### src/rtl/rom_loader_settings.svh
// ROM loader width settings
`ifndef ROM_LOADER_SETTINGS_SVH
`define ROM_LOADER_SETTINGS_SVH

// ################################################
// Download stream
// ################################################

// Byte address width of the download window
`define LD_ADDR_W 13

// Region number sits above this bit
`define LD_REGION_LSB 9

// ################################################
// Region memories
// ################################################

// 256 words per main region
`define MAIN_ADDR_W 8

// 512 bytes per sound region
`define SND_ADDR_W 9

`define MAIN_DATA_W 16
`define SND_DATA_W 8

// Active-low ROM select counts
`define MAIN_SEL_W 5
`define SND_SEL_W 3

`endif

### src/rtl/rom_loader_pkg.sv
// ROM loader shared types
`include "rom_loader_settings.svh"

package rom_loader_pkg;

	// ################################################
	// Region and command encodings
	// ################################################

	// Region number from download address bits 12 to 9
	// Numbers 10 and up all decode to REG_NONE
	typedef enum logic [3:0]
	{
		REG_ROM0  = 4'd0,
		REG_ROM1  = 4'd1,
		REG_ROM2  = 4'd2,
		REG_ROM5  = 4'd3,
		REG_ROM6  = 4'd4,
		REG_ROM7  = 4'd5,
		REG_SLAP  = 4'd6,
		REG_SROM0 = 4'd7,
		REG_SROM1 = 4'd8,
		REG_SROM2 = 4'd9,
		REG_NONE  = 4'd10
	} load_region_e;

	// Store write opcode
	typedef enum logic [1:0]
	{
		WK_NONE = 2'd0,
		WK_WORD = 2'd1,
		WK_BYTE = 2'd2
	} write_kind_e;

	// ################################################
	// Read bundles from store to mux
	// ################################################

	// One word per main region, indexed by region value
	typedef logic [6:0][`MAIN_DATA_W-1:0] main_bank_t;

	// One byte per sound region, SROM0 at index 0
	typedef logic [2:0][`SND_DATA_W-1:0] snd_bank_t;

endpackage

### src/rtl/load_write_if.sv
// Decoded load write bus
`timescale 1ns/1ps
`include "rom_loader_settings.svh"

interface load_write_if;

	// Single-cycle command, WK_NONE when idle
	rom_loader_pkg::write_kind_e kind;

	// Target memory
	rom_loader_pkg::load_region_e region;

	// Word index in low 8 bits for words
	// Full byte index for sound bytes
	logic [`SND_ADDR_W-1:0] offset;

	// Sound writes use the low byte only
	logic [`MAIN_DATA_W-1:0] data;

	// Decoder side
	modport source
	(
		output kind,
		output region,
		output offset,
		output data
	);

	// Memory side
	modport sink
	(
		input kind,
		input region,
		input offset,
		input data
	);

endinterface

### src/rtl/download_decoder.sv
// Download stream decoder
`timescale 1ns/1ps
`include "rom_loader_settings.svh"

module download_decoder
(
	input  logic                   clk_sys,
	input  logic                   arst_n,
	input  logic                   ioctl_download,
	input  logic                   ioctl_wr,
	input  logic [15:0]            ioctl_index,
	input  logic [`LD_ADDR_W-1:0]  ioctl_addr,
	input  logic [`SND_DATA_W-1:0] ioctl_dout,
	load_write_if.source           wr_bus
);

	logic                         wr_accept;
	logic [3:0]                   region_num;
	rom_loader_pkg::load_region_e region_dec;
	logic                         is_main;
	logic                         is_snd;
	rom_loader_pkg::write_kind_e  kind_nxt;
	logic [`SND_ADDR_W-1:0]       offset_nxt;
	logic [`MAIN_DATA_W-1:0]      data_nxt;
	logic [`SND_DATA_W-1:0]       last_byte;

	// ################################################
	// Stream filter and region decode
	// ################################################

	// Index 0 carries the program and sound ROMs
	assign wr_accept = ioctl_wr && ioctl_download && (ioctl_index == 16'd0);

	assign region_num = ioctl_addr[`LD_ADDR_W-1:`LD_REGION_LSB];

	// Fold unmapped numbers onto REG_NONE
	always_comb
	begin
		if (region_num > 4'(rom_loader_pkg::REG_SROM2))
			region_dec = rom_loader_pkg::REG_NONE;
		else
			region_dec = rom_loader_pkg::load_region_e'(region_num);
	end

	assign is_main = (region_dec <= rom_loader_pkg::REG_SLAP);
	assign is_snd  = (region_dec >= rom_loader_pkg::REG_SROM0) &&
		(region_dec <= rom_loader_pkg::REG_SROM2);

	// Main words complete on the odd byte
	always_comb
	begin
		kind_nxt = rom_loader_pkg::WK_NONE;
		if (wr_accept && is_main && ioctl_addr[0])
			kind_nxt = rom_loader_pkg::WK_WORD;
		else if (wr_accept && is_snd)
			kind_nxt = rom_loader_pkg::WK_BYTE;
	end

	// Even byte lands in the high half
	assign data_nxt = is_main ? {last_byte, ioctl_dout} :
		{{(`MAIN_DATA_W-`SND_DATA_W){1'b0}}, ioctl_dout};

	// Word index drops the byte lane bit
	assign offset_nxt = is_main ? `SND_ADDR_W'(ioctl_addr[`LD_REGION_LSB-1:1]) :
		ioctl_addr[`LD_REGION_LSB-1:0];

	// ################################################
	// Command register
	// ################################################

	always_ff @(posedge clk_sys or negedge arst_n)
	begin
		if (!arst_n)
			wr_bus.kind <= rom_loader_pkg::WK_NONE;
		else
			wr_bus.kind <= kind_nxt;
	end

	// Payload follows the kind, only meaningful when kind is live
	always_ff @(posedge clk_sys)
	begin
		wr_bus.region <= region_dec;
		wr_bus.offset <= offset_nxt;
		wr_bus.data   <= data_nxt;
		// Previous byte for packing
		if (wr_accept)
			last_byte <= ioctl_dout;
	end

endmodule

### src/flat_wrapper.sv
// flat-port wrapper written by rule: the top's interface ports become plain ports
module download_decoder_flat 
  (clk_sys, arst_n, ioctl_download, ioctl_wr, ioctl_index, ioctl_addr, ioctl_dout, wr_bus_kind, wr_bus_region, wr_bus_offset, wr_bus_data);
  load_write_if wr_bus_i ();
  input  logic clk_sys;
  input  logic arst_n;
  input  logic ioctl_download;
  input  logic ioctl_wr;
  input  logic [15:0] ioctl_index;
  input  logic [`LD_ADDR_W-1:0] ioctl_addr;
  input  logic [`SND_DATA_W-1:0] ioctl_dout;
  output wire logic [$bits(wr_bus_i.kind)-1:0] wr_bus_kind;
  output wire logic [$bits(wr_bus_i.region)-1:0] wr_bus_region;
  output wire logic [$bits(wr_bus_i.offset)-1:0] wr_bus_offset;
  output wire logic [$bits(wr_bus_i.data)-1:0] wr_bus_data;
  assign wr_bus_kind = wr_bus_i.kind;
  assign wr_bus_region = wr_bus_i.region;
  assign wr_bus_offset = wr_bus_i.offset;
  assign wr_bus_data = wr_bus_i.data;
  download_decoder u_core (.clk_sys(clk_sys), .arst_n(arst_n), .ioctl_download(ioctl_download), .ioctl_wr(ioctl_wr), .ioctl_index(ioctl_index), .ioctl_addr(ioctl_addr), .ioctl_dout(ioctl_dout), .wr_bus(wr_bus_i));
endmodule
### config.mk
export PLATFORM = sky130hd
export DESIGN_NAME = download_decoder_flat
export DESIGN_NICKNAME = d
export VERILOG_FILES = /design/src/rtl/rom_loader_pkg.sv /design/src/rtl/load_write_if.sv /design/src/rtl/download_decoder.sv /design/src/flat_wrapper.sv
export VERILOG_INCLUDE_DIRS = /design/src /design/src/rtl
export SDC_FILE = /design/constraint.sdc
export NUM_CORES = 1
export LEC_CHECK = 0
export BUFFER_PORTS_ARGS = -buffer_cell sky130_fd_sc_hd__buf_2
export CORE_MARGIN = 5
export CORE_UTILIZATION = 44
export CTS_CLUSTER_SIZE = 40
export DETAILED_ROUTE_END_ITERATION = 8
export GPL_TIMING_DRIVEN = 0
export PLACE_DENSITY_LB_ADDON = 0.12
export SYNTH_ARGS = -nofsm -noshare
export SYNTH_HDL_FRONTEND = slang
export SYNTH_SLANG_ARGS = --single-unit
### constraint.sdc
create_clock -name clk_sys -period 1.4 [get_ports clk_sys]
set_clock_uncertainty 0.15 [all_clocks]
set_input_delay 0.21 -clock clk_sys [delete_from_list [all_inputs] [get_ports clk_sys]]
set_output_delay 0.21 -clock clk_sys [all_outputs]
set_load 0.02 [all_outputs]
After elaboration in Yosys (flattened, before gate mapping). Cells that the tools add are included.

Add/sub/neg operators: 0. $mul: 0. Div/mod/pow operators: 0. $lt $le $gt $ge: 4. Equal/unequal tests: 0. Shift-type cells: 0. Muxes and demuxes: 4. Bitwise operators: 0. Reduce and logical (&&, ||, !) cells: 7.

Operators with widths (number): zero test 16 bit (1); two-way mux 8 bit (1); logical AND 1 bit (6); >= comparator 4 x 3 -> 1 bit (second input constant) (1); > comparator 4 bit (second input constant) (1); <= comparator 4 x 3 -> 1 bit (second input constant) (1); <= comparator 4 bit (second input constant) (1); two-way mux 2 bit (2); two-way mux 4 bit (1).

Flip-flop bits (word level): 39. Latch bits: 0. Bits in writable memories: 0. Memory bits (read-only): 0. Input port bits: 41. Output and inout bits: 31. Word-level logic and storage cells: 22. Memories kept: 0.

Logic depth before layout (Yosys ltp). Gate-level depths: netlist (run 1).

Depth in word-level cells: 7. Depth in mapped cells: 3. Depth with buffers taken out: 3.

Worst setup path before layout (run 1). No wires, ideal clock.

Path type: input -> register. From: input ioctl_index[6]. To: register u_core.last_byte[0], enable pin. Setup time: 0.370 ns. Arrival: 1.006 ns. Data required time: 0.880 ns. Setup slack: -0.126 ns. Stages on the path: 3. Buffers on the path: 0. Path through: nor4_1 nand3_1 nor2_1.

Cells in the longest elaborated chain, start to end: 2.

Ends and longest elaborated chain: from (decl) (RTL line flat_wrapper.sv:9) `input logic [15:0] ioctl_index;`; zero test 16 bit (RTL line download_decoder.sv:32) `assign wr_accept = ioctl_wr && ioctl_download && (ioctl_index == 16'd0);`; logical AND 1 bit (RTL line download_decoder.sv:32); to (signal assigned) (RTL line download_decoder.sv:87) `last_byte <= ioctl_dout;`; to (decl) (RTL line download_decoder.sv:25) `` logic [`SND_DATA_W-1:0] last_byte; ``.

No other way between the ends. A chain may end at the register's enable or synchronous reset.

Worst setup path in the final report (run 1).
From: input ioctl_index[6]. To: register u_core.last_byte[3], enable pin.

Same word-level chain as after synthesis.

==> summary by stage, run 1 <==
Status
The run finished with clean final reports.

Detailed routing
The DRC violation count after routing is 0. The detail-routed via count per cell is 4.394. The first detailed-routing pass took 4 iterations.

In this run the remaining antenna-violating nets after routing total 0. The final routed wirelength across all metal layers is about 2500 µm. Dividing the detail-routed wire length by the instance count gives 12.10 µm. The routed layout has roughly 910 vias. For this block, the initial DRC count from the detailed router was 14.

Worst setup path
The highest net fanout along the worst path is 8. Traced cell by cell, the critical path runs through buf_2 -> nor4_1 -> nand3_1 -> nor2_2. The kind of start point of the critical path is an input port. The type of the setup path with the least slack is input port to flip-flop.

The count of buffer and inverter cells on the critical path is 1. STA puts the critical path data required time at 1.24 ns. Data on the critical path arrives at its endpoint at ~1.2 ns.

The slowest stage cell on the critical path is sky130_fd_sc_hd__nor2_2. The gate family responsible for the most delay along the worst path is simple AND/OR/NAND/NOR gates. STA classifies the critical path endpoint as a flip-flop.

The critical path's largest stage delay is 0.38 ns.

GRT
The first global-routing pass estimated 3864 µm of wire. Entering global routing, the biggest net connects 13 pins. The aggregate global-route resource usage is 14.77%.

The initial antenna violation count is 0. Summed over all layers, the global routing overflow is 0. The number of global-route vias before repair is 940.

Die
The initial utilization of the core area, before any placement, comes to 46.25%. The floorplan die area is about 0.0038 mm². The initialized floorplan defines 18 standard-cell rows. The floorplan step set the die height to just over 60 µm. In this run the count of I/O pins placed on the die edge is 72. The x dimension of the die is 61.26 µm. The floorplan step defined a core boundary enclosing 0.002500 mm².

Timing
The max-slew violation total from the final report was 0. The transition time of the tightest slew-check pin is ~0.41 ns. The final-report setup violation count is 0.

Setup repair after global routing left no endpoint under its margin. Derived from the worst setup path, the maximum achievable clock frequency is 0.7529 GHz. The worst hold slack is between 0.015 and 0.02 ns.

The final worst-path cycle share is between 90% and 100%. The hold violation count in the final report is 0. The shortest clock period the worst path allows after layout is about 1.3 ns. The worst slew slack as a fraction of its limit is 72.67%.

Final layout
The post-route netlist has 50.56% of its cells at a drive strength greater than 1. The multi-input combinational cells in the finished layout cover a total of 272.8 µm². The number of standard cells in the final layout excluding fillers is 208. Summing all non-filler instances in the final layout gives an area of 0.001834 mm². The sequential standard cell area is 870.8 µm². The share of the core filled with cells is 73.37%. The final-layout fill cell count is 169. The number of antenna repair diodes is 0. The growth of design area from synthesis to finish is 58.66%. After the last flow step, the layout net total stands at 218.

Clock network
TritonCTS built the clock tree. The maximum clock insertion buffer count is 2. The number of H-tree levels is 2. Clock latency on the worst-skew pair, taken at its later pin, is 0.33 ns. The number of buffers created by CTS is 5. CTS saw 39 sinks. The number of buffers inserted to repair setup after CTS is 0. After clock tree synthesis, the clock-pin slew on the worst setup and hold paths is 0.11 ns.

The buffer type at the clock tree root is sky130_fd_sc_hd__clkbuf_4.

Place
The area of placed instances is approximately 0.0016 mm². After legalization and detailed placement, the total HPWL measured 1801 µm. Routability-driven placement finished with a final weighted congestion of 0.6896. Counting tap cells, the placed design contains a total of 177 instances. Buffers placed on the I/O ports in this run total 71.

Logic synthesis
Sorting the synthesized cells by how often they occur yields sky130_fd_sc_hd__dfxtp_1 (29), sky130_fd_sc_hd__and2_1 (9), sky130_fd_sc_hd__edfxtp_1 (8), sky130_fd_sc_hd__mux2_2 (7), sky130_fd_sc_hd__nor4_1 (4). The fraction of registers with async set or reset after synthesis is between 5 and 6%. After synthesis, the mean cell area works out to about 15 µm². The count of distinct cell types in the synthesized netlist is 18. The area share of the leading cell type in the synthesized netlist is 50.22%. sky130_fd_sc_hd__dfxtp_1 is the most common cell in the netlist. The count of mapped cells out of synthesis is between 70 and 80.

The number of enable flip-flop cells after synthesis is 8. The cell area that synthesis handed to floorplanning was 0.001156 mm². The leading area contributor after synthesis is sky130_fd_sc_hd__dfxtp_1.

Among all flip-flop cells after synthesis, the most frequent one is sky130_fd_sc_hd__dfxtp_1. Counting every net in the synthesized netlist gives 117. By area the synthesized netlist is led by sky130_fd_sc_hd__dfxtp_1 (50%), sky130_fd_sc_hd__edfxtp_1 (21%), sky130_fd_sc_hd__mux2_2 (6.8%). The share of the yosys chip area belonging to registers is 75.32%.

The synthesized design contains 39 register bits. The Yosys step of the flow raised 0 warnings.

Run
The number of maximum-capacitance constraint violations is 0.

Power and ir drop
The worst IR drop on VDD is 981.5 µV. In this run the static leakage power is 0.8553 nW. Power spread over the standard cell area amounts to 1097 mW/mm².

Min path
The class of the tightest hold or removal check is input port to flip-flop.
==> through the flow <==
step	setup TNS, ns	setup WS (ns)	power [W]
finish	0	0.07188	0.002012
global route	0	0.008832	0.002126
CTS	0	0.06525	0.002042
detailed placement	-2.414	-0.2972	0.001469
global placement	-2.194	-0.2681	0.001464
floorplan	0	0.002010	0.001347
==> flip-flops by register name, indices dropped and copies added (netlist names) <==
name                  flops
u_core.wr_bus.kind        2
u_core.wr_bus.region      4
u_core.wr_bus.data       16
u_core.last_byte          8
u_core.wr_bus.offset      9
==> metal layers <==
layer / GRT usage [%] / wire length [µm] / vias to the layer above
li1: - / - / 472
met1: 15.49 / 912 / 386
met2: 24.47 / 1209 / 51
met3: 8.595 / 356 / 5
met4: 5.573 / 38 / 0
met5: 0 / 0 / -
==> final cells by class <==
class                           count  area share, %
Buffer                              2         0.8186
Clock buffer                        5          2.046
Clock inverter                      3         0.8186
Multi-Input combinational cell     35          14.87
Sequential cell                    39          47.48
Tap cell                           30          2.046
Timing Repair Buffer               94          31.92
==> path summary, 6_finish.rpt <==
check                                     from                 endpoint  slack [ns]  cells after the start
min reg2reg                u_core.last_byte[3]   u_core.wr_bus.data[11]        0.29                      1
max in group asynchronous               arst_n    u_core.wr_bus.kind[1]        0.43                      3
max                             ioctl_index[6]      u_core.last_byte[3]        0.07                      4
min in group asynchronous               arst_n    u_core.wr_bus.kind[0]        0.56                      3
min                             ioctl_addr[12]  u_core.wr_bus.region[1]        0.02                      2
max reg2reg                u_core.last_byte[5]   u_core.wr_bus.data[13]        0.62                      1
==> cells in the final DEF (no fill, tap or decap) <==
| cell | synthesis | final |
|---|---|---|
| sky130_fd_sc_hd__dfxtp_1 | 29 | 29 |
| sky130_fd_sc_hd__nor2_1 | 2 | 1 |
| sky130_fd_sc_hd__a31oi_4 | 1 | 1 |
| sky130_fd_sc_hd__buf_6 | 1 | 1 |
| sky130_fd_sc_hd__nor3_1 | 2 | 2 |
| sky130_fd_sc_hd__mux2_2 | 7 | 7 |
| sky130_fd_sc_hd__dlygate4sd3_1 | 0 | 23 |
| sky130_fd_sc_hd__nand3b_1 | 1 | 1 |
| sky130_fd_sc_hd__clkinv_2 | 0 | 3 |
| sky130_fd_sc_hd__nor4_1 | 4 | 4 |
| sky130_fd_sc_hd__a21o_1 | 1 | 1 |
| sky130_fd_sc_hd__mux2_4 | 1 | 1 |
| sky130_fd_sc_hd__o21ai_0 | 1 | 1 |
| sky130_fd_sc_hd__clkbuf_4 | 0 | 5 |
| sky130_fd_sc_hd__edfxtp_1 | 8 | 8 |
| sky130_fd_sc_hd__nor2_2 | 0 | 1 |
| sky130_fd_sc_hd__dfrtp_1 | 2 | 2 |
| sky130_fd_sc_hd__clkbuf_1 | 1 | 1 |
| sky130_fd_sc_hd__buf_2 | 0 | 71 |
| sky130_fd_sc_hd__and2_1 | 9 | 9 |
| sky130_fd_sc_hd__nand3_1 | 3 | 3 |
| sky130_fd_sc_hd__a32oi_1 | 1 | 1 |
| sky130_fd_sc_hd__nor2b_1 | 2 | 2 |
==> power by group <==
group          leakage [nW]  total (W)  internal (W)  switching, W
Combinational         0.477   0.000288      0.000150      0.000138
Clock                0.0347   0.000520      0.000187      0.000333
Sequential            0.343    0.00120       0.00119    0.00000997
==> kinds of logic after synthesis <==
group / count (synthesis) / synth area share, %
AND/OR/NAND/NOR: 23 / 11.58
flip-flops: 39 / 75.33
multiplexers: 8 / 8.117
AO/OA/AOI/OAI: 4 / 3.680
buffers and inverters: 2 / 1.298
==> what timing repair did <==
item                                   CTS  global route
endpoints found under the hold margin   32             1
hold buffers                            22             1
resized for setup                        0             0
Power figures use the tool's default switching activity.
==> run 2: changes to the inputs <==
Settings changed: CORE_UTILIZATION 44 to 37.
Clock period 1.4 ns to 1.2 ns, I/O delays scaled along.
==> run 2 against run 1 <==
  * Cell area grew 6.1%
  * Combinational power up 20%
  * Sequential share of layout area shrank 2.7 points
  * Flip-flop and latch count unchanged
  * Die area rose by 16%
  * Utilization fell by 9.1 points
  * Non-clock buffer count grew 1
  * Power grew 31%
  * Critical path depth is 3 lower
  * Wire length decreased by 2.7%
  * Clock-buffer cell count rose by 1
  * Critical endpoint is now wr_bus_kind[1]
==> summary by stage, run 2 (synthesis gave the netlist of run 1 again) <==
Status
Status: finished clean (unchanged).

Detailed routing
The final routed wirelength across all metal layers is 2448 µm (was 2517 µm). The wire length per cell after detailed routing is 10.98 µm (was 12.10 µm). The total number of vias is 931 (was 914). The detail-routed via count per cell is 4.175 (was 4.394).

The number of DRC markers in iteration 0 was 23 (was 14). The DRC violation count after routing is 0 (unchanged). The number of nets with antenna violations after routing came to 0 (unchanged). The count of TritonRoute iterations in the first routing pass came to 3 (was 4).

Power and ir drop
The switching power share of the total came to 21.67% (was 23.94%). The static leakage power is 0.8859 nW (was 0.8553 nW). The total net switching power is 0.0005709 W (was 0.0004817 W). The power density relative to cell area is 1354 mW/mm² (was 1097 mW/mm²).

The portion of total power attributed to combinational logic came to 13.1% (was 14.3%). The worst IR drop on VDD is 755.1 µV (was 981.5 µV). The proportion of power drawn by the clock network was 33.6% (was 25.9%). The portion of total power attributed to sequential cells is 53.3% (was 59.8%).

The internal power is 0.002064 W (was 0.001530 W).

Final layout
The number of antenna repair diodes came to 0 (unchanged). The number of standard cells in the final layout excluding fillers is 223 (was 208). Registers with the most flip-flops: u_core.wr_bus.data (16), u_core.wr_bus.offset (9), u_core.last_byte (8) (unchanged). The register name with the most flops was u_core.wr_bus.data (unchanged). The fraction of layout instances using a drive strength above 1 is 53.63% (was 50.56%).

The growth of design area from synthesis to finish is 68.29% (was 58.66%). The final layout net count is 219 (was 218). Most frequent cells in the layout: sky130_fd_sc_hd__buf_2 (68), sky130_fd_sc_hd__dfxtp_1 (29), sky130_fd_sc_hd__dlygate4sd3_1 (22) (was sky130_fd_sc_hd__buf_2 (71), sky130_fd_sc_hd__dfxtp_1 (29), sky130_fd_sc_hd__dlygate4sd3_1 (23)).

The final-layout fill cell count is 247 (was 169). The flip-flop count of the largest register, all copies and words added is 16 (unchanged). The design area is 0.001946 mm² (was 0.001834 mm²). The most common cell after layout, fill and taps aside is sky130_fd_sc_hd__buf_2 (unchanged). The share of the core filled with cells is 64.26% (was 73.37%).

Worst setup path
The number of cells on the critical path is 1 (was 4). The element type at the critical path end is a primary output (was flip-flop). The data required time of the worst path is 0.87 ns (was 1.24 ns). The gate family responsible for the most delay along the worst path is flip-flops (was simple AND/OR/NAND/NOR gates). The arrival time of data at the critical path endpoint is 0.87 ns (was 1.17 ns). The count of buffer and inverter cells on the critical path was 1 (unchanged). The highest net fanout along the worst path was 1 (was 8). Cell breakdown of the critical path: buf_6 (was buf_2 -> nor4_1 -> nand3_1 -> nor2_2). The cell depth of the worst flop-to-flop path is 1 (unchanged).

The critical path's largest stage delay is 0.40 ns (was 0.38 ns). The slowest stage cell on the critical path is sky130_fd_sc_hd__dfrtp_1 (was sky130_fd_sc_hd__nor2_2). The type of the setup path with the least slack is flip-flop to primary output (was input port to flip-flop). The kind of start point of the critical path is a flip-flop (was input port).

GRT
The number of global-route vias before repair came to 998 (was 940). The overall overflow remaining after global route is 0 (unchanged). The aggregate global-route resource usage is 12.53% (was 14.77%).

The initial antenna violation count was 0 (unchanged). The global-route wire length before repair is 4064 µm (was 3864 µm). The largest net degree at the start of global routing came to 13 (unchanged).

Place
The area of placed instances came to 0.001587 mm² (was 0.001551 mm²). The placed wire-length estimate after detailed placement is 1784 µm (was 1801 µm). The pre-CTS setup slack is -0.3460 ns (was -0.2972 ns). The number of input and output port buffers inserted is 71 (unchanged). The placed instance count came to 191 (was 177). The weighted congestion at the end of routability-driven global placement is 0.6559 (was 0.6896).

Timing
RSZ-0062 raised after global routing: true (was false). The final-report setup violation count is 0 (unchanged). The max-slew violation total from the final report came to 0 (unchanged). The transition time of the tightest slew-check pin was 0.3292 ns (was 0.4095 ns).

In the finished design, the share of the clock period the worst path needs comes to 99.68%. The shortest clock period the worst path allows after layout is 1.196 ns. The worst slew slack as a fraction of its limit is 78.05% (was 72.67%). The hold violation count in the final report was 0 (unchanged).

The smallest setup slack after layout is 0.003848 ns (was 0.07188 ns). The worst hold slack was 0.002395 ns (was 0.01827 ns). For this run, the top clock speed supported by timing is 0.8360 GHz.

Clock network
The CTS tree was done (unchanged). The clock transition at the register clock pins on the worst setup and hold paths after CTS came to 0.11 ns (about the same). The maximum clock insertion buffer count came to 2 (unchanged).

The number of clock sinks was 39 (unchanged). The buffer type at the clock tree root is sky130_fd_sc_hd__clkbuf_4 (unchanged). The clock insertion delay at the later pin of the skew report is 0.33 ns (about the same). The number of buffers created by CTS is 5 (unchanged). The number of H-tree levels is 2 (unchanged).

Run
The number of maximum-capacitance constraint violations is 0 (unchanged).

Die
The number of rows in the core area is 20 (was 18). The effective utilization at floorplan came to 38.18% (was 46.25%). The floorplan die area is 0.004343 mm² (was 0.003753 mm²).

The height of the chip was 65.90 µm (was 61.26 µm). The count of pins on the block boundary is 72 (unchanged). The core footprint is 0.003028 mm² (was 0.002500 mm²). The x dimension of the die is 65.90 µm (was 61.26 µm).

Min path
The class of the tightest hold or removal check is input port to flip-flop (unchanged). The count of cells along the worst hold path is 4 (was 2).
## run 2: changes by cell type in the layout (fill, tap and decap cells not counted), sizes merged
cell	change
buf	+1
dlygate4sd3	-1
clkinv	-2
bufinv	+1
dlymetal6s4s	+1
clkbuf	+1
## run 2: power groups by stage
| stage | combinational, W | clock, W | sequential, W |
|---|---|---|---|
| final | 0.000345 | 0.000886 | 0.00140 |
| after global routing | 0.000375 | 0.000974 | 0.00141 |
| after CTS | 0.000341 | 0.000918 | 0.00140 |
| after detailed placement | 0.000284 | 0 | 0.00143 |
| after global placement | 0.000279 | 0 | 0.00143 |
| after floorplan | 0.0000615 | 0 | 0.00151 |
## run 2: metrics by stage
step | TNS, ns | power, W
after floorplan | -0.6441 | 0.001572
after global placement | -3.354 | 0.001712
after detailed placement | -3.878 | 0.001718
after CTS | -0.03667 | 0.002664
after global routing | -0.07184 | 0.002759
final | 0 | 0.002635
## run 2: final cells by class
type,instances,area (µm²),share of cell area [%]
plain buffers,2,15.01,0.7717
clock buffers,6,51.30,2.637
clock inverters,2,35.03,1.801
multi-input cells,35,307.8,15.82
flip-flops and latches,39,870.8,44.76
well taps,44,55.05,2.830
repair buffers,95,610.6,31.38
## run 2: per-layer routing
layer,track usage [%],vias up,wire [µm],part of all wire (%)
met5,0,-,0,0
met4,6.218,0,49,2.0
met3,5.612,7,281,11
met2,21.28,51,1220,50
met1,12.96,402,897,37
li1,-,471,-,-
## run 2: timing repair
action | CTS | global route
hold endpoints to repair | 32 | 0
resized for setup | 4 | 5
setup buffers | 0 | 1
setup endpoints to repair | 2 | 12
hold buffers | 23 | 0
pin swaps | 0 | 2
gates cloned | 0 | 0
## run 2: final timing paths
path / start / endpoint / slack, ns
min in group asynchronous: arst_n / u_core.wr_bus.kind[0] / 0.53
min: ioctl_index[14] / u_core.wr_bus.kind[0] / 0.002
max: u_core.wr_bus.kind[1] / wr_bus_kind[1] / 0.004
max in group asynchronous: arst_n / u_core.wr_bus.kind[1] / 0.25
max reg2reg: u_core.last_byte[6] / u_core.wr_bus.data[14] / 0.45
min reg2reg: u_core.last_byte[7] / u_core.wr_bus.data[15] / 0.30
