[src/rtl/rom_loader_settings.svh]
// ROM loader width settings
`ifndef ROM_LOADER_SETTINGS_SVH
`define ROM_LOADER_SETTINGS_SVH

// ################################################
// Download stream
// ################################################

// Byte address width of the download window
`define LD_ADDR_W 13

// Region number sits above this bit
`define LD_REGION_LSB 9

// ################################################
// Region memories
// ################################################

// 256 words per main region
`define MAIN_ADDR_W 8

// 512 bytes per sound region
`define SND_ADDR_W 9

`define MAIN_DATA_W 16
`define SND_DATA_W 8

// Active-low ROM select counts
`define MAIN_SEL_W 5
`define SND_SEL_W 3

`endif

[src/rtl/rom_loader_pkg.sv]
// ROM loader shared types
`include "rom_loader_settings.svh"

package rom_loader_pkg;

	// ################################################
	// Region and command encodings
	// ################################################

	// Region number from download address bits 12 to 9
	// Numbers 10 and up all decode to REG_NONE
	typedef enum logic [3:0]
	{
		REG_ROM0  = 4'd0,
		REG_ROM1  = 4'd1,
		REG_ROM2  = 4'd2,
		REG_ROM5  = 4'd3,
		REG_ROM6  = 4'd4,
		REG_ROM7  = 4'd5,
		REG_SLAP  = 4'd6,
		REG_SROM0 = 4'd7,
		REG_SROM1 = 4'd8,
		REG_SROM2 = 4'd9,
		REG_NONE  = 4'd10
	} load_region_e;

	// Store write opcode
	typedef enum logic [1:0]
	{
		WK_NONE = 2'd0,
		WK_WORD = 2'd1,
		WK_BYTE = 2'd2
	} write_kind_e;

	// ################################################
	// Read bundles from store to mux
	// ################################################

	// One word per main region, indexed by region value
	typedef logic [6:0][`MAIN_DATA_W-1:0] main_bank_t;

	// One byte per sound region, SROM0 at index 0
	typedef logic [2:0][`SND_DATA_W-1:0] snd_bank_t;

endpackage

[src/rtl/program_read_mux.sv]
// Program and sound read select
`timescale 1ns/1ps
`include "rom_loader_settings.svh"

module program_read_mux
(
	input  logic                       clk_sys,
	input  logic                       arst_n,
	input  logic [`MAIN_SEL_W-1:0]     cpu_rom_sel_n,
	input  logic                       cpu_ma18_n,
	input  logic [`SND_SEL_W-1:0]      snd_rom_sel_n,
	input  rom_loader_pkg::main_bank_t main_q,
	input  rom_loader_pkg::snd_bank_t  snd_q,
	output logic [`MAIN_DATA_W-1:0]    cpu_data,
	output logic [`SND_DATA_W-1:0]     snd_data
);

	logic [`MAIN_SEL_W-1:0]  cpu_sel_q;
	logic                    ma18_q;
	logic [`SND_SEL_W-1:0]   snd_sel_q;
	logic [`MAIN_DATA_W-1:0] cpu_pick;
	logic [`SND_DATA_W-1:0]  snd_pick;

	// ################################################
	// Select delay
	// ################################################

	// Lines the selects up with the registered bank reads
	always_ff @(posedge clk_sys or negedge arst_n)
	begin
		if (!arst_n)
		begin
			cpu_sel_q <= '1;
			ma18_q    <= 1'b1;
			snd_sel_q <= '1;
		end
		else
		begin
			cpu_sel_q <= cpu_rom_sel_n;
			ma18_q    <= cpu_ma18_n;
			snd_sel_q <= snd_rom_sel_n;
		end
	end

	// ################################################
	// Priority select
	// ################################################

	// High bank first, then low bank, then slapstic
	// ROM3 select reads the ROM7 memory in both banks
	always_comb
	begin
		if (!cpu_sel_q[0] && ma18_q)
			cpu_pick = main_q[rom_loader_pkg::REG_ROM0];
		else if (!cpu_sel_q[1] && ma18_q)
			cpu_pick = main_q[rom_loader_pkg::REG_ROM1];
		else if (!cpu_sel_q[2] && ma18_q)
			cpu_pick = main_q[rom_loader_pkg::REG_ROM2];
		else if (!cpu_sel_q[3] && ma18_q)
			cpu_pick = main_q[rom_loader_pkg::REG_ROM7];
		else if (!cpu_sel_q[1] && !ma18_q)
			cpu_pick = main_q[rom_loader_pkg::REG_ROM5];
		else if (!cpu_sel_q[2] && !ma18_q)
			cpu_pick = main_q[rom_loader_pkg::REG_ROM6];
		else if (!cpu_sel_q[3] && !ma18_q)
			cpu_pick = main_q[rom_loader_pkg::REG_ROM7];
		else if (!cpu_sel_q[4])
			cpu_pick = main_q[rom_loader_pkg::REG_SLAP];
		else
			cpu_pick = '0;
	end

	// Lowest select wins
	always_comb
	begin
		if (!snd_sel_q[0])
			snd_pick = snd_q[0];
		else if (!snd_sel_q[1])
			snd_pick = snd_q[1];
		else if (!snd_sel_q[2])
			snd_pick = snd_q[2];
		else
			snd_pick = '0;
	end

	// Output register, second read edge
	always_ff @(posedge clk_sys or negedge arst_n)
	begin
		if (!arst_n)
		begin
			cpu_data <= '0;
			snd_data <= '0;
		end
		else
		begin
			cpu_data <= cpu_pick;
			snd_data <= snd_pick;
		end
	end

endmodule

[config.mk]
export PLATFORM = sky130hd
export DESIGN_NAME = program_read_mux
export DESIGN_NICKNAME = d
export VERILOG_FILES = /design/src/rtl/rom_loader_pkg.sv /design/src/rtl/program_read_mux.sv
export VERILOG_INCLUDE_DIRS = /design/src /design/src/rtl
export SDC_FILE = /design/constraint.sdc
export NUM_CORES = 1
export LEC_CHECK = 0
export ABC_AREA = 1
export BUFFER_PORTS_ARGS = -buffer_cell sky130_fd_sc_hd__buf_2
export CAP_MARGIN = 0
export CORE_MARGIN = 5
export CORE_UTILIZATION = 47
export DETAILED_ROUTE_END_ITERATION = 6
export PLACE_DENSITY = 0.89
export RECOVER_POWER = 25
export SETUP_SLACK_MARGIN = 0.5
export SYNTH_ARGS = -nofsm -noshare
export SYNTH_HDL_FRONTEND = slang
export SYNTH_SLANG_ARGS = --single-unit
[constraint.sdc]
create_clock -name clk_sys -period 2.74 [get_ports clk_sys]
set_clock_uncertainty 0.15 [all_clocks]
set_input_delay 0.137 -clock clk_sys [delete_from_list [all_inputs] [get_ports clk_sys]]
set_output_delay 0.137 -clock clk_sys [all_outputs]
set_load 0.02 [all_outputs]
=== Yosys cells after proc, flatten, opt, wreduce, memory -nomap -nowiden ===
Cells that the tools add are included.

* Reduce and logical (&&, ||, !) cells: 12
* Mux-type cells: 11

{| class="wikitable"
|+ Operator list
! kind !! count
|-
| 16-bit 2-to-1 mux || 8
|-
| 8-bit 2-to-1 mux || 3
|-
| 1-bit logical AND || 7
|-
| 1-bit logical NOT || 5
|}

* Flip-flop bits (word level): 33
* Output and inout bits: 24
* Bits of input ports: 147

=== Longest topological paths before layout ===
Gate-level depths: netlist of run 1.

* Word-level depth: 9
* Depth in mapped cells: 12
* Depth with buffers taken out: 11

=== Worst setup path after synthesis of run 1 ===
OpenSTA, ideal clock, no wires.

* Kind: reg2reg
* Start: reg ma18_q
* End: reg cpu_data[10]
* Setup slack: 1132 ps
* Required time: 2474 ps
* Cell stages (with the launch flop): 9
* Arrival time: 1341 ps
* Setup time: 116 ps
* Period minus slack after synthesis: 1608 ps
* Cells stage by stage: dfstp_2 inv_2 or2_1 buf_6 buf_6 o21ai_1 inv_1 nand2_1 nand2_1

* Longest elaborated chain between the ends: 9
* Elaborated cells on any way between the ends: 15

{| class="wikitable"
|+ RTL lines
! what !! RTL line !! source
|-
| start: declaration || program_read_mux.sv:19 || <nowiki>logic ma18_q;</nowiki>
|-
| start signal: assignment || program_read_mux.sv:40 || <nowiki>ma18_q <= cpu_ma18_n;</nowiki>
|-
| 1-bit logical NOT || program_read_mux.sv:61, program_read_mux.sv:63, program_read_mux.sv:65 ||
|-
| 1-bit logical AND || program_read_mux.sv:65 || <nowiki>else if (!cpu_sel_q[3] && !ma18_q)</nowiki>
|-
| 16-bit 2-to-1 mux || program_read_mux.sv:65 ||
|-
| 16-bit 2-to-1 mux || program_read_mux.sv:63 || <nowiki>else if (!cpu_sel_q[2] && !ma18_q)</nowiki>
|-
| 16-bit 2-to-1 mux || program_read_mux.sv:61 || <nowiki>else if (!cpu_sel_q[1] && !ma18_q)</nowiki>
|-
| 16-bit 2-to-1 mux || program_read_mux.sv:59 || <nowiki>else if (!cpu_sel_q[3] && ma18_q)</nowiki>
|-
| 16-bit 2-to-1 mux || program_read_mux.sv:57 || <nowiki>else if (!cpu_sel_q[2] && ma18_q)</nowiki>
|-
| 16-bit 2-to-1 mux || program_read_mux.sv:55 || <nowiki>else if (!cpu_sel_q[1] && ma18_q)</nowiki>
|-
| 16-bit 2-to-1 mux * || program_read_mux.sv:53 || <nowiki>if (!cpu_sel_q[0] && ma18_q)</nowiki>
|-
| net cpu_pick[10] || program_read_mux.sv:21 || <nowiki>logic [`MAIN_DATA_W-1:0] cpu_pick;</nowiki>
|-
| end signal: assignment || program_read_mux.sv:96 || <nowiki>cpu_data <= cpu_pick;</nowiki>
|-
| end: declaration || program_read_mux.sv:14 || <nowiki>output logic [`MAIN_DATA_W-1:0] cpu_data,</nowiki>
|}

Mark *: on every way through the listed nets, which the timed path passes. The rest lies on a longest branch.

=== Worst setup path after layout of run 1 ===
* Start: reg ma18_q
* End: reg cpu_data[15]

Same word-level chain as after synthesis.

==> impl_results.md, run 1 <==
* Ratio of cells with drive above 1 in the final layout at 30.2%
* Ant diodes at 0
* Post-synth top area share at 30.1%
* Cell Rows at 27
* Post-synth EDFFs at 0
* Post-Route Setup TNS at 0 ps
* Buffers added on ports at 170
* DRT iter0 DRCs at 177
* Clk sinks at 33
* Internal at 1.07 mW
* H-tree depth at 2
* Synth area leaders: nand2_1, dfrtp_1, dfstp_2
* Core area at 5540 µm²
* RePlAce Congestion at 0.870
* Initial Utilization at 48.8%
* Worst Max-Slew Pin Slew at 1780 ps
* Hold Slack at 5.70 ps
* Area grow syn2layout at 48.8%
* Grt total ovfl at 0
* Routed WL at 10700 µm
* Die X at 85.8 µm
* RSZ-0062 raised after global routing: no
* Max Clock Freq at 0.490 GHz
* CP Launch Type: flop
* Critical path required time at 2770 ps
* Clock Latency Late Sink at 290 ps
* Clock transition at path regs at 80 ps
* Worst-path fanout max at 17
* Yosys top cell by area: nand2_1
* Setup CP Type: flop to flop
* ANT nets after route at 0
* Pin count of the biggest net entering global routing at 34
* Leak at 2.44 nW
* DR pass1 iterations at 5
* CTS tree: done
* Vias in the first global route at 3719
* Syn nets at 608
* PwrDens at 400 nW/µm²
* Total GRT Usage at 28.9%
* Drt drc at 0
* Sw Pwr at 539 µW
* Boundary Pins at 171
* Most frequent cell after synthesis: nand2_1
* Final Hold Viols at 0
* Max transition margin at -18.4%
* Flops & latches, synth at 33
* Switching share of power at 33.5%
* Crit path arrival time at 2070 ps
* Mapped Area at 2700 µm²
* Min Clock Period, post-route at 2040 ps
* CTS root buf: clkbuf_8
* Vias at 3651
* Synth top cells by count: nand2_1, inv_1, nand3_1
* Outcome: complete, but fails checks
* WL/cell at 14.7 µm
* CTS Buf Count at 5
* CP peak stage delay at 580 ps
* Cell chain of the critical path: inv_2, nor2_4, inv_1, o21ai_0, inv_1, nand2_1, nand2_1
* Final net count at 806
* # setup viols final at 0
* Hold Path Stages at 5
* Failing checks: max-capacitance violations, max-slew violations
* Post-synthesis sequential area ratio at 31.0%
* Avg Inst Size Synth at 5.86 µm²
* First-pass GRT wire length at 16800 µm
* Post-route clock period utilization at 74.5%
* Cell at the slowest stage of the critical path: dfstp_2
* Post-Syn Instances at 461
* Initial antenna violation count at 0
* Ys async rst share at 100%
* Die height at 85.8 µm
* Power Total at 1.61 mW
* Syn. warnings at 0
* Ys flop type: dfrtp_1
* Critical Path End Type: flop
* Fin. max-slew vios at 34
* Max IR drop VDD at 0.000335 V
* Vias per cell at 4.99
* Maximum clock path buffer count at 2
* Combinational share of power at 34.7%
* Die Outline Area at 7370 µm²
* Clk network pwr share at 30.2%
* Number of distinct library cells after synthesis at 19
* Max Cap Viol at 1
* Setup Fix Bufs, Post-CTS at 0
* R2R depth at 7
* DP HPWL at 7040 µm
* Fill count at 473
* Flop pwr share at 35.1%
* Worst hold-check path type: primary input to flop
==> worst max-delay path, delay by kind of cell, from the launching register on <==
kind                   cells  cell delay [ps]
AOI/OAI and AO/OA          1              190
buffers and inverters      3              530
DFF                        1              580
and+or+nand+nor            3              500
==> sequential cells by signal (all words and copies together) (netlist names) <==
| register | count |
|---|---|
| snd_data | 8 |
| cpu_sel_q | 5 |
| ma18_q | 1 |
| cpu_data | 16 |
| snd_sel_q | 3 |
==> through the flow <==
stage / setup slack [ps] / utilization (%) / instances / instance area (µm²)
4_1_cts: 650 / 72.9 / 732 / 4040
3_5_place_dp: 683 / 63.2 / 682 / 3500
5_1_grt: 326 / 72.6 / 732 / 4020
3_3_place_gp: 775 / 63.2 / 682 / 3500
6_report: 698 / 72.6 / 732 / 4020
2_1_floorplan: 1130 / - / 461 / 2700
==> final cells by class <==
type | count | area, µm² | share of cell area, %
timing repair buffer | 214 | 1270 | 31.5
multi-input combinational | 328 | 1420 | 35.3
clock inverter | 1 | 30.0 | 0.747
clock buffer | 7 | 86.3 | 2.15
sequential | 33 | 837 | 20.8
tap | 72 | 90.1 | 2.24
inverter | 77 | 289 | 7.19
==> path summary, 6_finish.rpt <==
check                                  startpoint                      to  slack, ps
max reg2reg                      ma18_q$_DFF_PN1_  cpu_data[15]$_DFF_PN0_        700
min                                    main_q[26]  cpu_data[10]$_DFF_PN0_          6
min reg2reg                cpu_sel_q[0]$_DFF_PN1_   cpu_data[1]$_DFF_PN0_        630
min in group asynchronous                  arst_n   cpu_data[2]$_DFF_PN0_        700
max                              ma18_q$_DFF_PN1_  cpu_data[15]$_DFF_PN0_        700
max in group asynchronous                  arst_n   snd_data[0]$_DFF_PN0_        710
==> power by group through the flow <==
stage	combinational [mW]	clock, mW	sequential (mW)
6_report	0.559	0.487	0.565
5_1_grt	0.623	0.520	0.570
4_1_cts	0.551	0.486	0.561
3_5_place_dp	0.495	0	0.570
3_3_place_gp	0.489	0	0.568
2_1_floorplan	0.247	0	0.620
==> cells by family after synthesis <==
logic type | after synthesis | synth area share (%)
and+or+nand+nor | 272 | 41.7
buffers and inverters | 100 | 16.6
AOI/OAI and AO/OA | 56 | 10.7
DFF | 33 | 31.0
==> cells in the final DEF, fill, tap and decap left out, types with 6 or more instances in the layout <==
cell / count
nand3_1: 40
clkbuf_8: 6
o21ai_1: 15
dfrtp_1: 24
dfstp_2: 9
nand2_1: 216
inv_2: 17
nor2_1: 8
clkbuf_1: 15
a31oi_1: 8
a21oi_1: 28
dlygate4sd3_1: 42
inv_1: 59
buf_2: 156
==> layer usage <==
metal / up-vias / part of all wire [%] / global-route usage (%)
li1: 1788 / - / -
met1: 1626 / 35 / 30.1
met2: 201 / 53 / 54.9
met3: 36 / 8.4 / 6.82
met4: 0 / 3.7 / 12.1
met5: - / 0 / 0
==> timing repair <==
action | 4_1_cts | 5_1_grt
hold buffers | 42 | 0
gates resized for setup | 0 | 2
setup endpoints to repair | 0 | 10
endpoints found under the hold margin | 57 | 0
Power figures use the tool's default switching activity.
==> run 2: changes to the inputs <==
- CORE_UTILIZATION: 47 -> 43
- PLACE_DENSITY: 0.89 -> 0.83
- clock period: 2.74 -> 1.9 ns (I/O delays scaled with it)
==> impl_results.md, run 2 (same netlist as run 1, synthesis figures left out) <==
* Cell at the slowest stage of the critical path: dfstp_2
* Worst hold-check path type: primary input to flop
* Sw Pwr at 837 µW (+55%)
* H-tree depth at 2 (unchanged)
* Hold Slack at 0.352 ps (-5.35 ps)
* Total GRT Usage at 30.0% (+1.1 points)
* CTS tree: done
* Commonest non-fill, non-tap cell in the layout: nand2_1
* Internal at 1.64 mW (+53%)
* CTS Buf Count at 5 (unchanged)
* DP HPWL at 7390 µm (+5.0%)
* Die X at 89.3 µm (+4.0%)
* Buffers added on ports at 170 (unchanged)
* Initial Utilization at 44.9% (-3.9 points)
* Post-Place Worst Slack at 91.1 ps (-592 ps)
* Ant diodes at 0 (unchanged)
* Max transition margin at 50.7% (+69 points)
* Final net count at 851 (+5.6%)
* Min Clock Period, post-route at 1880 ps (-162 ps)
* Boundary Pins at 171 (unchanged)
* Hold path start: main_q[24]
* Critical path required time at 1930 ps (-840 ps)
* CP Launch Type: flop
* Setup CP Type: flop to flop
* WL/cell at 16.3 µm (+11%)
* Max IR drop VDD at 0.000562 V (+68%)
* Failing checks: design-rule violations
* Min setup slack post-route at 19.7 ps (-678 ps)
* Critical Path End Type: flop
* ANT nets after route at 0 (unchanged)
* DRT iter0 DRCs at 343 (+94%)
* Worst r2r src: ma18_q$_DFF_PN1_
* Maximum clock path buffer count at 2 (unchanged)
* Area grow syn2layout at 73.6%
* Routed WL at 12700 µm (+18%)
* RSZ-0062 raised after global routing: yes
* Vias per cell at 5.20 (+4.2%)
* Initial antenna violation count at 0 (unchanged)
* Clock Latency Late Sink at 290 ps (about the same)
* GR Util met3 at 7.74% (+0.92 points)
* Crit path arrival time at 1910 ps (-160 ps)
* Worst-path fanout max at 8 (-9)
* CTS root buf: clkbuf_8
* Biggest regs: cpu_data (16), snd_data (8), cpu_sel_q (5)
* Fill count at 429 (-9.3%)
* Switching share of power at 33.7% (+0.27 points)
* Leak at 2.71 nW (+11%)
* PwrDens at 529 nW/µm² (+32%)
* Ratio of cells with drive above 1 in the final layout at 35.3% (+5.2 points)
* CP peak stage delay at 600 ps (+20 ps)
* Cell Rows at 28 (+3.7%)
* # setup viols final at 0 (unchanged)
* Clk sinks at 33 (unchanged)
* Grt total ovfl at 0 (unchanged)
* Outcome: complete, but fails checks
* Clock transition at path regs at 80 ps (about the same)
* Fin. max-slew vios at 0 (-100%)
* Pin count of the biggest net entering global routing at 34 (unchanged)
* Combinational share of power at 39.0% (+4.3 points)
* CP startpoint: ma18_q$_DFF_PN1_
* RePlAce Congestion at 0.908 (+4.4%)
* Die height at 89.3 µm (+4.0%)
* Clk network pwr share at 28.0% (-2.2 points)
* Final Hold Viols at 0 (unchanged)
* Cell chain of the critical path: buf_6, inv_6, or2_4, buf_12, o21ai_0, inv_1, nand2_1, nand2_1
* Core area at 6030 µm² (+8.8%)
* Flop pwr share at 33.0% (-2.1 points)
* First-pass GRT wire length at 18200 µm (+8.3%)
* Max Clock Freq at 0.532 GHz (+8.6%)
* Vias in the first global route at 4031 (+8.4%)
* GRT met2 Usage at 55.1% (+0.11 points)
* Drt drc at 1 (+1)
* Worst Max-Slew Pin Slew at 739 ps (-1040 ps)
* DR pass1 iterations at 7 (+2)
* Post-route clock period utilization at 99.0% (+24 points)
* Largest register FFs at 16 (unchanged)
* Most frequent CP cell: nand2_1
* Max Cap Viol at 0 (-1)
* Largest Register: cpu_data
* GR Util met1 at 31.5% (+1.3 points)
* Vias at 4054 (+11%)
* GRT Max-Usage Layer: met2
* Die Outline Area at 7970 µm² (+8.2%)
* Commonest non-fill, non-tap cells in the layout: nand2_1, buf_2, dlygate4sd3_1, inv_1, nand3_1
* Final Core Density at 77.8% (+5.3 points)
* Power Total at 2.48 mW (+54%)
==> run 2: changes by cell type in the layout (fill, tap and decap cells not counted), sizes merged <==
cell	previous run	this run
dlygate4sd3	42	63
clkbuf	21	22
buf	158	180
inv	76	74
clkinvlp	0	2
nor2	13	14
==> run 2: cell type report <==
cell class                 instances  area, µm²  share of cell area, %
inverter                          77        304                   6.48
multi-input combinational        329       1520                   32.5
tap                               75       93.8                   2.00
clock inverter                     1       30.0                  0.640
timing repair buffer             258       1820                   38.7
sequential                        33        837                   17.8
clock buffer                       7       86.3                   1.84
==> run 2: worst max-delay path, delay by kind of cell (launching register included) <==
kind / cells / cell delay, ps
flip-flops: 1 / 600
AND/OR/NAND/NOR: 3 / 420
AO/OA/AOI/OAI: 1 / 200
buffers and inverters: 4 / 410
==> run 2: path summary, 6_finish.rpt <==
| path | endpoint | slack (ps) | cells past startpoint |
|---|---|---|---|
| worst max-delay path | cpu_data[15]$_DFF_PN0_ | 20 | 8 |
| worst min-delay path | cpu_data[8]$_DFF_PN0_ | 0.4 | 5 |
| worst max register to register | cpu_data[15]$_DFF_PN0_ | 20 | 8 |
| worst min register to register | snd_data[5]$_DFF_PN0_ | 500 | 2 |
| max in group asynchronous | cpu_data[0]$_DFF_PN0_ | 860 | 2 |
| min in group asynchronous | cpu_data[6]$_DFF_PN0_ | 260 | 2 |
==> run 2: stage by stage <==
stage / cell area, µm² / instances / setup TNS [ps]
4_1_cts: 4540 / 776 / 0
5_1_grt: 4690 / 780 / -29.1
3_3_place_gp: 3590 / 693 / 0
3_5_place_dp: 3590 / 693 / 0
2_1_floorplan: 2710 / 461 / 0
6_report: 4690 / 780 / 0
==> run 2: metal layers <==
layer / wire, µm / share of wire [%]
met4: 661 / 5.2
met5: 0 / 0
met1: 4300 / 34
met3: 1290 / 10
met2: 6440 / 51
==> run 2: power groups by stage <==
stage,sequential [mW],combinational (mW),clock (mW)
2_1_floorplan,0.894,0.358,0
3_3_place_gp,0.825,0.722,0
3_5_place_dp,0.825,0.736,0
4_1_cts,0.809,0.896,0.693
5_1_grt,0.826,1.05,0.733
6_report,0.819,0.969,0.694
==> run 2: what timing repair did <==
item,4_1_cts,5_1_grt
setup endpoints to repair,16,16
gates resized for setup,21,23
cloned,3,2
buffers inserted,9,2
endpoints found under the hold margin,57,0
hold buffers,63,0
pin swaps,5,2
==> run 3: changes to the inputs <==
- CELL_PAD_IN_SITES_DETAIL_PLACEMENT: unset -> 0
- CELL_PAD_IN_SITES_GLOBAL_PLACEMENT: unset -> 1
- CORE_UTILIZATION: 43 -> 27
- PLACE_DENSITY: 0.83 -> 0.82
==> impl_results.md, run 3 (same netlist as run 1, synthesis figures left out) <==
* Post-route clock period utilization at 94.9% (-4.1 points)
* Grt total ovfl at 0 (unchanged)
* CTS root buf: clkbuf_8
* Biggest regs: cpu_data (16), snd_data (8), cpu_sel_q (5)
* RePlAce Congestion at 0.873 (-3.9%)
* Worst R2R End: cpu_data[14]$_DFF_PN0_
* Outcome: complete, no violations
* Cell Rows at 36 (+29%)
* Core area at 9770 µm² (+62%)
* Die height at 110 µm (+23%)
* Leak at 2.70 nW (-0.24%)
* Clock Latency Late Sink at 290 ps (about the same)
* Initial antenna violation count at 1 (+1)
* Clock transition at path regs at 80 ps (about the same)
* Ant diodes at 0 (unchanged)
* Min Clock Period, post-route at 1800 ps (-78.0 ps)
* PwrDens at 522 nW/µm² (-1.3%)
* R2R depth at 11 (+3)
* CTS Buf Count at 5 (unchanged)
* WL/cell at 14.4 µm (-12%)
* RSZ-0062 raised after global routing: yes
* Ratio of cells with drive above 1 in the final layout at 35.9% (+0.58 points)
* Worst r2r src: ma18_q$_DFF_PN1_
* Pin count of the biggest net entering global routing at 33 (-2.9%)
* CTS tree: done
* R2r setup slk at 100 ps (+80 ps)
* Critical path required time at 1930 ps (about the same)
* Worst Max-Slew Pin Slew at 1210 ps (+470 ps)
* Largest register FFs at 16 (unchanged)
* Worst-path fanout max at 12 (+4)
* Clk sinks at 33 (unchanged)
* Final Hold Viols at 0 (unchanged)
* Sink of the worst hold path: cpu_data[14]$_DFF_PN0_
* Max transition margin at 19.4% (-31 points)
* Area grow syn2layout at 73.6% (about the same)
* First-pass GRT wire length at 18300 µm (+0.95%)
* Max Cap Viol at 0 (unchanged)
* Buffers added on ports at 170 (unchanged)
* Commonest non-fill, non-tap cells in the layout: nand2_1, buf_2, dlygate4sd3_1, inv_1, nand3_1
* Crit path arrival time at 1840 ps (-70 ps)
* Critical Path End Type: flop
* DP HPWL at 8300 µm (+12%)
* Setup CP Type: flop to flop
* Post-Route Setup TNS at 0 ps (unchanged)
* Vias at 3728 (-8.0%)
* Hold Path Stages at 7 (+2)
* CP Launch Type: flop
* Largest Register: cpu_data
* Initial Utilization at 27.6% (-17 points)
* Die Outline Area at 12100 µm² (+52%)
* Drt drc at 0 (-1)
* Hold path start: main_q[94]
* Maximum clock path buffer count at 2 (unchanged)
* Hold Slack at 57.2 ps (+56.8 ps)
* DRT iter0 DRCs at 156 (-55%)
* Max Clock Freq at 0.555 GHz (+4.3%)
* Total GRT Usage at 19.5% (-11 points)
* Max IR drop VDD at 0.000378 V (-33%)
* # setup viols final at 0 (unchanged)
* H-tree depth at 2 (unchanged)
* Final Core Density at 48.0% (-30 points)
* Worst hold-check path type: primary input to flop
* ANT nets after route at 0 (unchanged)
* Die X at 110 µm (+23%)
* DR pass1 iterations at 5 (-2)
* Boundary Pins at 171 (unchanged)
* Routed WL at 12000 µm (-5.3%)
* Vias in the first global route at 3875 (-3.9%)
* Commonest non-fill, non-tap cell in the layout: nand2_1
* Final net count at 848 (-0.35%)
* Vias per cell at 4.46 (-14%)
* Fin. max-slew vios at 0 (unchanged)
run 3: changes by cell type in the layout (fill, tap and decap cells not counted), sizes merged:
cell	previous run	this run
clkinvlp	2	1
inv	74	76
clkbuf	22	7
buf	180	187
clkinv	1	2
dlygate4sd3	63	66
run 3: through the flow:
stage / total power, mW / cells / cell area, µm² / setup slack, ps
6_report: 2.45 / 835 / 4690 / 97.7
5_1_grt: 2.61 / 835 / 4690 / 14.4
4_1_cts: 2.43 / 833 / 4600 / 102
3_5_place_dp: 1.57 / 750 / 3660 / -40.5
3_3_place_gp: 1.57 / 750 / 3660 / -2.64
2_1_floorplan: 1.25 / 461 / 2710 / 300
run 3: power by group:
group          internal, mW  switching [mW]  leakage, nW  total (mW)
clock                 0.393           0.309       0.0543       0.702
sequential            0.779          0.0395        0.379       0.819
combinational         0.430           0.500         2.27       0.930
run 3: worst max path at each step:
stage / startpoint / to / cells past startpoint
3_3_place_gp: ma18_q$_DFF_PN1_ / cpu_data[3]$_DFF_PN0_ / 10
5_1_grt: ma18_q$_DFF_PN1_ / cpu_data[1]$_DFF_PN0_ / 11
3_5_place_dp: ma18_q$_DFF_PN1_ / cpu_data[3]$_DFF_PN0_ / 10
2_1_floorplan: ma18_q$_DFF_PN1_ / cpu_data[10]$_DFF_PN0_ / 8
6_report: ma18_q$_DFF_PN1_ / cpu_data[14]$_DFF_PN0_ / 11
4_1_cts: ma18_q$_DFF_PN1_ / cpu_data[14]$_DFF_PN0_ / 11
run 3: critical path: stages, from the launching register on:
cell and delay (ps):
dfstp_4 710, inv_6 70, nor2_4 150, buf_6 140
buf_16 120, a21oi_1 40, nand2_1 80, nand2_1 40
nand2_1 50, nand2_1 40, nand2_1 50, nand2_1 40
run 3: area by class of cell:
type,instances,area [µm²]
fill,1017,5080
timing repair buffer,255,1760
multi-input combinational,329,1510
sequential,33,841
inverter,77,297
tap,133,166
clock buffer,5,68.8
clock inverter,3,46.3
run 3: repair_timing:
action	in CTS	in global routing
hold buffers	66	0
pin swaps	8	16
endpoints found under the setup margin	16	16
cloned	2	1
gates resized for setup	18	19
setup buffers	7	1
endpoints found under the hold margin	52	0
run 3: metal layers:
layer / routed length (µm) / track usage, % / vias up
met1: 4910 / 22.6 / 1666
met2: 5750 / 33.5 / 165
met4: 284 / 7.30 / 2
met3: 1050 / 6.06 / 22
li1: - / - / 1873
met5: 20 / 0 / -
